[config.mk]
export PLATFORM = sky130hd
export DESIGN_NAME = sprite_video_top
export DESIGN_NICKNAME = d
export VERILOG_FILES = /design/src/source/sprite_pkg.sv /design/src/source/sprite_video_top.sv /design/src/source/sprite_renderer.sv /design/src/source/car_bitmap.sv /design/src/source/hvsync_generator.sv
export SDC_FILE = /design/constraint.sdc
export NUM_CORES = 1
export LEC_CHECK = 0
export BUFFER_PORTS_ARGS = -buffer_cell sky130_fd_sc_hd__buf_2
export CORE_MARGIN = 5
export CORE_UTILIZATION = 35
export CTS_CLUSTER_SIZE = 8
export DETAILED_ROUTE_END_ITERATION = 7
export PLACE_DENSITY = 0.56
export SYNTH_ARGS = -nofsm -noshare
export SYNTH_HDL_FRONTEND = slang
export SYNTH_SLANG_ARGS = --single-unit
[constraint.sdc]
create_clock -name clk25 -period 2.8 [get_ports clk25]
set_input_delay 0.28 -clock clk25 [delete_from_list [all_inputs] [get_ports clk25]]
set_output_delay 0.28 -clock clk25 [all_outputs]
set_load 0.02 [all_outputs]
[src/source/sprite_pkg.sv]
package sprite_pkg;

	// ========================================================================
	// Raster geometry, 256 x 240 visible at clk25
	// ========================================================================

	localparam logic [8:0] h_display = 9'd256;  // Visible pixels per line
	localparam logic [8:0] h_front   = 9'd7;
	localparam logic [8:0] h_sync    = 9'd23;
	localparam logic [8:0] h_back    = 9'd23;
	localparam logic [8:0] h_total   = h_display + h_front + h_sync + h_back;  // 309 clocks

	localparam logic [8:0] v_display = 9'd240;  // Visible lines per frame
	localparam logic [8:0] v_front   = 9'd5;
	localparam logic [8:0] v_sync    = 9'd3;
	localparam logic [8:0] v_back    = 9'd14;
	localparam logic [8:0] v_total   = v_display + v_front + v_sync + v_back;  // 262 lines

	// ========================================================================
	// Sprite dimensions
	// ========================================================================

	localparam int unsigned sprite_w = 16;  // Full image after mirroring
	localparam int unsigned sprite_h = 16;
	localparam int unsigned bitmap_w = 8;   // Stored half width

	// ========================================================================
	// Bundled signals
	// ========================================================================

	typedef struct packed {
		logic [8:0] hpos;
		logic [8:0] vpos;
		logic       hsync;        // Active high
		logic       vsync;        // Active high
		logic       display_on;
		logic       line_start;   // Single cycle at hpos 0
		logic       frame_start;  // Single cycle at hpos 0, vpos 0
	} beam_t;

	typedef struct packed {
		logic [8:0] x;  // Left column
		logic [8:0] y;  // Top line
	} sprite_pos_t;

	typedef struct packed {
		logic b;
		logic g;
		logic r;
	} rgb_t;

endpackage
[src/source/sprite_video_top.sv]
`timescale 1ns/1ps

module sprite_video_top
	import sprite_pkg::*;
#(
	parameter logic [2:0] sprite_color = 3'b111
) (
	input  logic        clk25,
	input  logic        rst_n,
	input  sprite_pos_t pos,
	output logic        hsync,
	output logic        vsync,
	output rgb_t        rgb
);

	beam_t      beam;      // Beam position and timing flags
	logic [3:0] row;       // Sprite row address
	logic [7:0] row_bits;  // Half-image row from the ROM

	// ========================================================================
	// Beam timing
	// ========================================================================

	hvsync_generator hvsync_gen (
		.clk25 (clk25),
		.rst_n (rst_n),
		.beam  (beam)
	);

	// ========================================================================
	// Sprite drawing
	// ========================================================================

	sprite_renderer #(
		.sprite_color (sprite_color)
	) renderer (
		.clk25    (clk25),
		.rst_n    (rst_n),
		.beam     (beam),
		.pos      (pos),
		.row      (row),
		.row_bits (row_bits),
		.hsync    (hsync),
		.vsync    (vsync),
		.rgb      (rgb)
	);

	car_bitmap car (
		.row  (row),
		.bits (row_bits)
	);

endmodule

[src/source/sprite_renderer.sv]
`timescale 1ns/1ps

module sprite_renderer
	import sprite_pkg::*;
#(
	parameter logic [2:0] sprite_color = 3'b111
) (
	input  logic        clk25,
	input  logic        rst_n,
	input  beam_t       beam,
	input  sprite_pos_t pos,
	output logic [3:0]  row,
	input  logic [7:0]  row_bits,
	output logic        hsync,
	output logic        vsync,
	output rgb_t        rgb
);

	localparam logic [3:0] last_col = 4'(sprite_w - 1);
	localparam logic [3:0] last_row = 4'(sprite_h - 1);
	localparam logic [3:0] half_w   = 4'(bitmap_w);

	sprite_pos_t pos_q;
	sprite_pos_t cur_pos;
	logic        v_active_q;
	logic        v_active;
	logic [3:0]  yofs_q;
	logic [3:0]  yofs;
	logic        h_active_q;
	logic        h_active;
	logic [3:0]  xofs_q;
	logic [3:0]  xofs;
	logic [2:0]  bit_sel;
	logic        pixel_on;

	// ========================================================================
	// Frame-latched position
	// ========================================================================

	always_ff @(posedge clk25) begin
		if (beam.frame_start) begin
			pos_q <= pos;
		end
	end

	// The first line of a frame sees the new value before it is latched
	assign cur_pos = beam.frame_start ? pos : pos_q;

	// ========================================================================
	// Offset counters
	// ========================================================================

	// Vertical offset, stepped on the line strobe only
	always_comb begin
		v_active = v_active_q;
		yofs     = yofs_q;
		if (beam.line_start) begin
			if (beam.vpos == cur_pos.y) begin
				v_active = 1'b1;  // Top row of the sprite
				yofs     = 4'd0;
			end else if (v_active_q && (yofs_q != last_row)) begin
				yofs = yofs_q + 4'd1;
			end else begin
				v_active = 1'b0;
				yofs     = 4'd0;
			end
		end
	end

	// Horizontal offset, one step per clock from the left border
	always_comb begin
		if (beam.hpos == cur_pos.x) begin
			h_active = 1'b1;
			xofs     = 4'd0;
		end else if (h_active_q && (xofs_q != last_col)) begin
			h_active = 1'b1;
			xofs     = xofs_q + 4'd1;
		end else begin
			h_active = 1'b0;
			xofs     = 4'd0;
		end
	end

	always_ff @(posedge clk25 or negedge rst_n) begin
		if (!rst_n) begin
			v_active_q <= 1'b0;
			yofs_q     <= 4'd0;
			h_active_q <= 1'b0;
			xofs_q     <= 4'd0;
		end else begin
			v_active_q <= v_active;
			yofs_q     <= yofs;
			h_active_q <= h_active;
			xofs_q     <= xofs;
		end
	end

	// ========================================================================
	// Mirroring and pixel output
	// ========================================================================

	assign row = yofs;  // ROM address for the current line

	// Left half reads the row from bit 7 down, right half mirrors from bit 0 up
	always_comb begin
		if (xofs < half_w) begin
			bit_sel = 3'd7 - xofs[2:0];
		end else begin
			bit_sel = xofs[2:0];
		end
	end

	assign pixel_on = beam.display_on && h_active && v_active && row_bits[bit_sel];

	always_ff @(posedge clk25 or negedge rst_n) begin
		if (!rst_n) begin
			hsync <= 1'b0;
			vsync <= 1'b0;
			rgb   <= '0;
		end else begin
			hsync <= beam.hsync;  // Delayed to match the pixel
			vsync <= beam.vsync;
			rgb   <= pixel_on ? rgb_t'(sprite_color) : rgb_t'(3'b000);
		end
	end

endmodule

[src/source/car_bitmap.sv]
`timescale 1ns/1ps

module car_bitmap
	import sprite_pkg::*;
(
	input  logic [3:0] row,
	output logic [7:0] bits
);

	// Left half of the car, bit 7 is the leftmost pixel
	logic [bitmap_w-1:0] table_bits;

	always_comb begin
		case (row)
			4'd0:    table_bits = 8'b00000000;
			4'd1:    table_bits = 8'b00001100;
			4'd2:    table_bits = 8'b11001100;  // Front wheels
			4'd3:    table_bits = 8'b11111100;
			4'd4:    table_bits = 8'b11101100;
			4'd5:    table_bits = 8'b11100000;
			4'd6:    table_bits = 8'b01100000;
			4'd7:    table_bits = 8'b01110000;  // Cabin
			4'd8:    table_bits = 8'b00110000;
			4'd9:    table_bits = 8'b00110000;
			4'd10:   table_bits = 8'b00110000;
			4'd11:   table_bits = 8'b01101110;
			4'd12:   table_bits = 8'b11101110;  // Rear wheels
			4'd13:   table_bits = 8'b11111110;
			4'd14:   table_bits = 8'b11101110;
			default: table_bits = 8'b00101110;  // Row 15, rear bumper
		endcase
	end

	assign bits = table_bits;

endmodule

[src/source/hvsync_generator.sv]
`timescale 1ns/1ps

module hvsync_generator
	import sprite_pkg::*;
(
	input  logic  clk25,
	input  logic  rst_n,
	output beam_t beam
);

	// Sync window bounds, start inclusive and end exclusive
	localparam logic [8:0] hs_start = h_display + h_front;
	localparam logic [8:0] hs_end   = h_display + h_front + h_sync;
	localparam logic [8:0] vs_start = v_display + v_front;
	localparam logic [8:0] vs_end   = v_display + v_front + v_sync;

	logic [8:0] h_next;
	logic [8:0] v_next;
	logic       h_wrap;
	logic       v_wrap;
	beam_t      beam_next;

	// ========================================================================
	// Beam counters
	// ========================================================================

	assign h_wrap = (beam.hpos == h_total - 9'd1);  // Last clock of the line
	assign v_wrap = (beam.vpos == v_total - 9'd1);  // Last line of the frame

	always_comb begin
		if (h_wrap) begin
			h_next = 9'd0;
		end else begin
			h_next = beam.hpos + 9'd1;
		end
	end

	always_comb begin
		if (!h_wrap) begin
			v_next = beam.vpos;  // Hold until the line ends
		end else if (v_wrap) begin
			v_next = 9'd0;
		end else begin
			v_next = beam.vpos + 9'd1;
		end
	end

	// ========================================================================
	// Flags decoded from the next position
	// ========================================================================

	// Decoding ahead of the register keeps every field of beam on the same cycle
	always_comb begin
		beam_next.hpos        = h_next;
		beam_next.vpos        = v_next;
		beam_next.hsync       = (h_next >= hs_start) && (h_next < hs_end);
		beam_next.vsync       = (v_next >= vs_start) && (v_next < vs_end);
		beam_next.display_on  = (h_next < h_display) && (v_next < v_display);
		beam_next.line_start  = (h_next == 9'd0);
		beam_next.frame_start = (h_next == 9'd0) && (v_next == 9'd0);
	end

	always_ff @(posedge clk25 or negedge rst_n) begin
		if (!rst_n) begin
			beam.hpos        <= 9'd0;
			beam.vpos        <= 9'd0;
			beam.hsync       <= 1'b0;
			beam.vsync       <= 1'b0;
			beam.display_on  <= 1'b1;  // Flags as decoded for position 0,0
			beam.line_start  <= 1'b1;
			beam.frame_start <= 1'b1;
		end else begin
			beam <= beam_next;
		end
	end

endmodule

# Word-level counts from Yosys, hierarchy flattened
# Memory sizes are Yosys's and may differ from the RTL's.
# Index checks and enable logic that the tools add are counted.
[totals]
ff_bits = 56
latchBits = 0
ramBits = 0
rom_bits = 112
out_inout_bits = 5
n_memories = 1
[op_classes]
addsub = 5
multipliers = 0
div = 0
n_lt_le_gt_ge = 8
n_eq_ne = 6
shifts = 0
mux = 18
bitwise = 0
reduce_logical = 11
[mem_list]
columns = ["name", "words", "width", "read_ports", "rd_clocked_by_memory_dff", "write_ports", "line", "text"]
rows = [
  ["(no name shown)", 16, 7, 1, 0, 0, "car_bitmap.sv:14", "case (row)"],
]
[op_table]
columns = ["operator", "count"]
rows = [
  ["$mux W9", 3],
  ["$mux W4", 5],
  ["$add A9 B1 Y9 const B", 2],
  ["$eq A9 B9 Y1", 2],
  ["$eq A9 B9 Y1 const B", 2],
  ["$logic_not A9 Y1", 2],
  ["$lt A9 B8 Y1 const B", 2],
  ["$lt A9 B9 Y1 const B", 2],
  ["$mux W18", 1],
  ["$ge A9 B8 Y1 const B", 1],
  ["$ge A9 B9 Y1 const B", 1],
  ["$logic_and A1 B1 Y1", 9],
  ["$add A4 B1 Y4 const B", 2],
  ["$ne A4 B4 Y1 const B", 2],
  ["$mux W1", 6],
  ["$mux W3", 2],
  ["$lt A3 B4 Y1 const B", 1],
  ["$lt A4 B4 Y1 const B", 1],
  ["$bmux W1 S3", 1],
  ["$sub A3 B3 Y3 const A", 1],
]

# Longest topological paths before layout
[logic_depth]
depth_word = 10
mapped_depth = 12

# Cells and area by module
# A second synthesis with hierarchy kept.
[hier_totals]
hier_cells = 298
hier_area_um2 = 3070.4
[modules_own_cells]
columns = ["module", "n_inst", "cells_per_inst", "area_each_um2", "seq_area_each_um2"]
rows = [
  ["sprite_renderer", 1, 133, 1534.0, 685.7],
  ["hvsync_generator", 1, 141, 1368.8, 579.3],
  ["car_bitmap", 1, 24, 167.7, 0.0],
]

# Worst setup path after synthesis
# OpenSTA, ideal clock, no wires.
[synth_timing]
kind = "flip-flop to flip-flop"
from = "register hvsync_gen.beam[0] (netlist name)"
to = "register renderer.rgb[2] (netlist name)"
setup_ns = 0.134
t_arrival_ns = 2.539
required_ns = 2.666
setup_slack_ns = 0.127
path_stages_with_launch = 12
synth_period_minus_slack_ns = 2.673
path_cell_list = "dfstp_2 > buf_6 > mux2_4 > xor2_1 > nor4_2 > a31o_2 > a2bb2oi_2 > ha_1 > o21ai_0 > o41ai_1 > a221oi_1 > a31oi_1"

==> flow_metrics.py <==
metrics = {
    "drt": {
        "post_drt_wl_per_cell_microns": 14.0,
        "first_pass_iters": 4,
        "drc_errors": 0,
        "vias": 2133,
        "drt_iter0_markers": 107,
        "via_per_inst": 4.97,
        "routed_wl_mm": 6.03,
        "ant_nets": 0,
    },
    "final_layout": {
        "drive_above_1_share_pct": 23.5,
        "final_area_sq_um": 3380,
        "post-route-util_pct": 41.3,
        "layout.cells.non_filler": 429,
        "nFillCells": 791,
        "layout_common_cells": "dfrtp_1 (33), buf_2 (24), nor2_1 (21), inv_1 (21), xnor2_1 (19)",
        "antenna_cells": 0,
        "syn_to_final_growth_pct": 15.8,
        "nets": 351,
        "final_common_cell": "dfrtp_1",
    },
    "pwr": {
        "p_leak_uw": 0.00161,
        "vdd_drop_max_v": 0.000168,
        "power.density_nw_per_um2": 392,
        "power.total_uw": 1320,
    },
    "clock_network": {
        "cts-root-buf": "clkbuf_8",
        "cts_buffer_depth": 2,
        "clk_latency_ns": 0.31,
        "cts_hold_buf": 0,
        "cts_tree": "built",
        "cts_sinks": 54,
        "cts_buffers": 5,
        "clkTransAtPathRegs_ns": 0.10,
        "cts_max_level": 2,
    },
    "logic_synthesis": {
        "synth_top_area_share_pct": 28.3,
        "syn_avg_cell_area_sq_um": 10.1,
        "synth_ff_type": "dfrtp_1",
        "synth-async-reset-ratio_pct": 66.7,
        "synth_area_sq_um": 2920,
        "synth-warning-count": 0,
        "ys_types": 56,
        "seq_area_frac_synth_pct": 43.4,
        "ys_top_cells_by_area": "dfrtp_1 (28%), dfxtp_1 (12%), xnor2_1 (5.7%)",
        "postSynthCellCount": 290,
        "synth_edf_count": 0,
        "yosys.area.top_type": "dfrtp_1",
        "synthesis.nets": 318,
        "synth_seq_cells": 54,
    },
    "sta": {
        "fin_worst_skew_ns": 0.00846,
        "tns_ns": 0,
        "fin_crit_ns": 2.75,
        "max_freq_mhz": 363,
        "relSlewSlack_pct": 45.9,
        "worstMarginPinSlew_ns": 0.812,
        "finalSetupViolCount": 0,
        "final_max_slew_viol_count": 0,
        "fin_crit_sh_pct": 98.3,
        "hold_violations": 0,
        "rsz0062_at_grt": "yes",
    },
    "grt": {
        "grt_pass1_vias": 2172,
        "antenna_found_initial": 0,
        "grt_overflow": 0,
        "grt_max_degree": 37,
        "grt_usage_pct": 12.7,
        "grt_pass1_wl_mm": 10.3,
    },
    "min_path": {
        "hold_class": "input port to asynchronous set/reset pin",
    },
    "worst_setup_path": {
        "critPathMaxFanout": 6,
        "cp.required_ns": 2.99,
        "crit_arrival_ns": 2.95,
        "crit_path_start_kind": "register",
        "critPathKind": "register to register",
        "critPathCaptureType": "register",
    },
    "placement": {
        "placed_area_sq_um": 3170,
        "dpl.cell_count": 416,
        "io_buffer_count": 24,
        "gp_congestion": 0.838,
        "post-dp-hpwl_mm": 4.53,
    },
    "die": {
        "die_w_microns": 101,
        "initial_utilization_pct": 35.7,
        "row_count": 33,
        "dieArea_sq_um": 10300,
        "io_pins": 25,
        "die_h_microns": 101,
        "core_area_sq_um": 8180,
    },
    "run_status": {
        "outcome": "finished, final reports clean",
    },
    "flow_run": {
        "maxCapViolations": 0,
    },
}
==> Yosys cell counts, drive strengths merged (9+ instances only) <==
cell and n:
dfrtp 33, inv 22, nor2 22, xnor2 19, dfxtp 18, xor2 18
nand2 17, o21ai 12, mux2i 11, nand3 9, nor3 9
==> critical path: stages, from the launching register on <==
cell and delay (ns):
dfstp_2 0.64, mux2_4 0.34, xor2_2 0.16, nor4_4 0.32
a31o_2 0.23, a2bb2oi_2 0.15, ha_1 0.25, o21ai_2 0.07
o41ai_2 0.08, a221oi_1 0.27, a31oi_1 0.12
==> through the flow <==
| stage | worst slack [ns] | hold slack, ns |
|---|---|---|
| finish | 0.0464 | 0.0516 |
| global route | -0.159 | 0.130 |
| CTS | -0.0191 | 0.0866 |
| detailed placement | -0.0565 | 0.352 |
| global placement | 0.0224 | 0.363 |
| floorplan | 0.127 | -0.0156 |
==> logic make-up (layout without fill, tap and decap cells) <==
kind of cell / count (synthesis) / count (layout) / synth area share, %
xor+xnor: 37 / 37 / 11.1
compound gates: 45 / 45 / 12.4
buf+inv: 33 / 67 / 5.15
mux: 19 / 19 / 7.25
flops: 54 / 54 / 43.4
fa+ha+maj: 8 / 8 / 3.43
simple gates: 94 / 94 / 17.3
==> flip-flops by register name, summed over array words and instances (netlist names) <==
name,count
hvsync_gen.beam,23
renderer.h_active_q,1
renderer.hsync,1
renderer.pos_q,18
renderer.rgb,1
renderer.v_active_q,1
renderer.vsync,1
renderer.xofs_q,4
renderer.yofs_q,4
==> what timing repair did <==
| item | 4_1_cts | 5_1_grt |
|---|---|---|
| pin swaps | 3 | 5 |
| setup buffers | 1 | 4 |
| endpoints found under the setup margin | 1 | 1 |
| cloned | 0 | 0 |
| gates resized for setup | 1 | 9 |
==> path summary, 6_finish.rpt <==
kind / startpoint / end / slack (ns) / cells after the start
min in group clk25: pos[1] / renderer.pos_q[1] / 0.21 / 3
min reg2reg: hvsync_gen.beam[3] / renderer.vsync / 0.38 / 0
max: hvsync_gen.beam[0] / renderer.rgb[2] / 0.05 / 10
max reg2reg: hvsync_gen.beam[0] / renderer.rgb[2] / 0.05 / 10
max in group asynchronous: rst_n / hvsync_gen.beam[16] / 2.23 / 1
min: rst_n / renderer.yofs_q[3] / 0.05 / 1
==> layout make-up <==
type / instances / area (sq um) / share of cell area (%)
Clock buffer: 5 / 68.8 / 2.04
Clock inverter: 3 / 40.0 / 1.19
Inverter: 22 / 82.6 / 2.45
Multi-Input combinational cell: 203 / 1550 / 45.8
Sequential cell: 54 / 1260 / 37.5
Tap cell: 105 / 131 / 3.89
Timing Repair Buffer: 37 / 243 / 7.19
==> power breakdown <==
group,total [uW],internal (uW),switching (uW)
Sequential,775,775,0
Combinational,23.6,9.70,13.9
Clock,524,264,260
==> routing by layer <==
metal	routed length [microns]	GRT usage, %	vias to the layer above
met5	0	0	-
met4	100	4.81	0
met3	199	2.41	6
met2	2940	21.1	41
met1	2780	16.4	1005
li1	-	-	1081
Note: power is estimated with default switching activity, not from simulation.
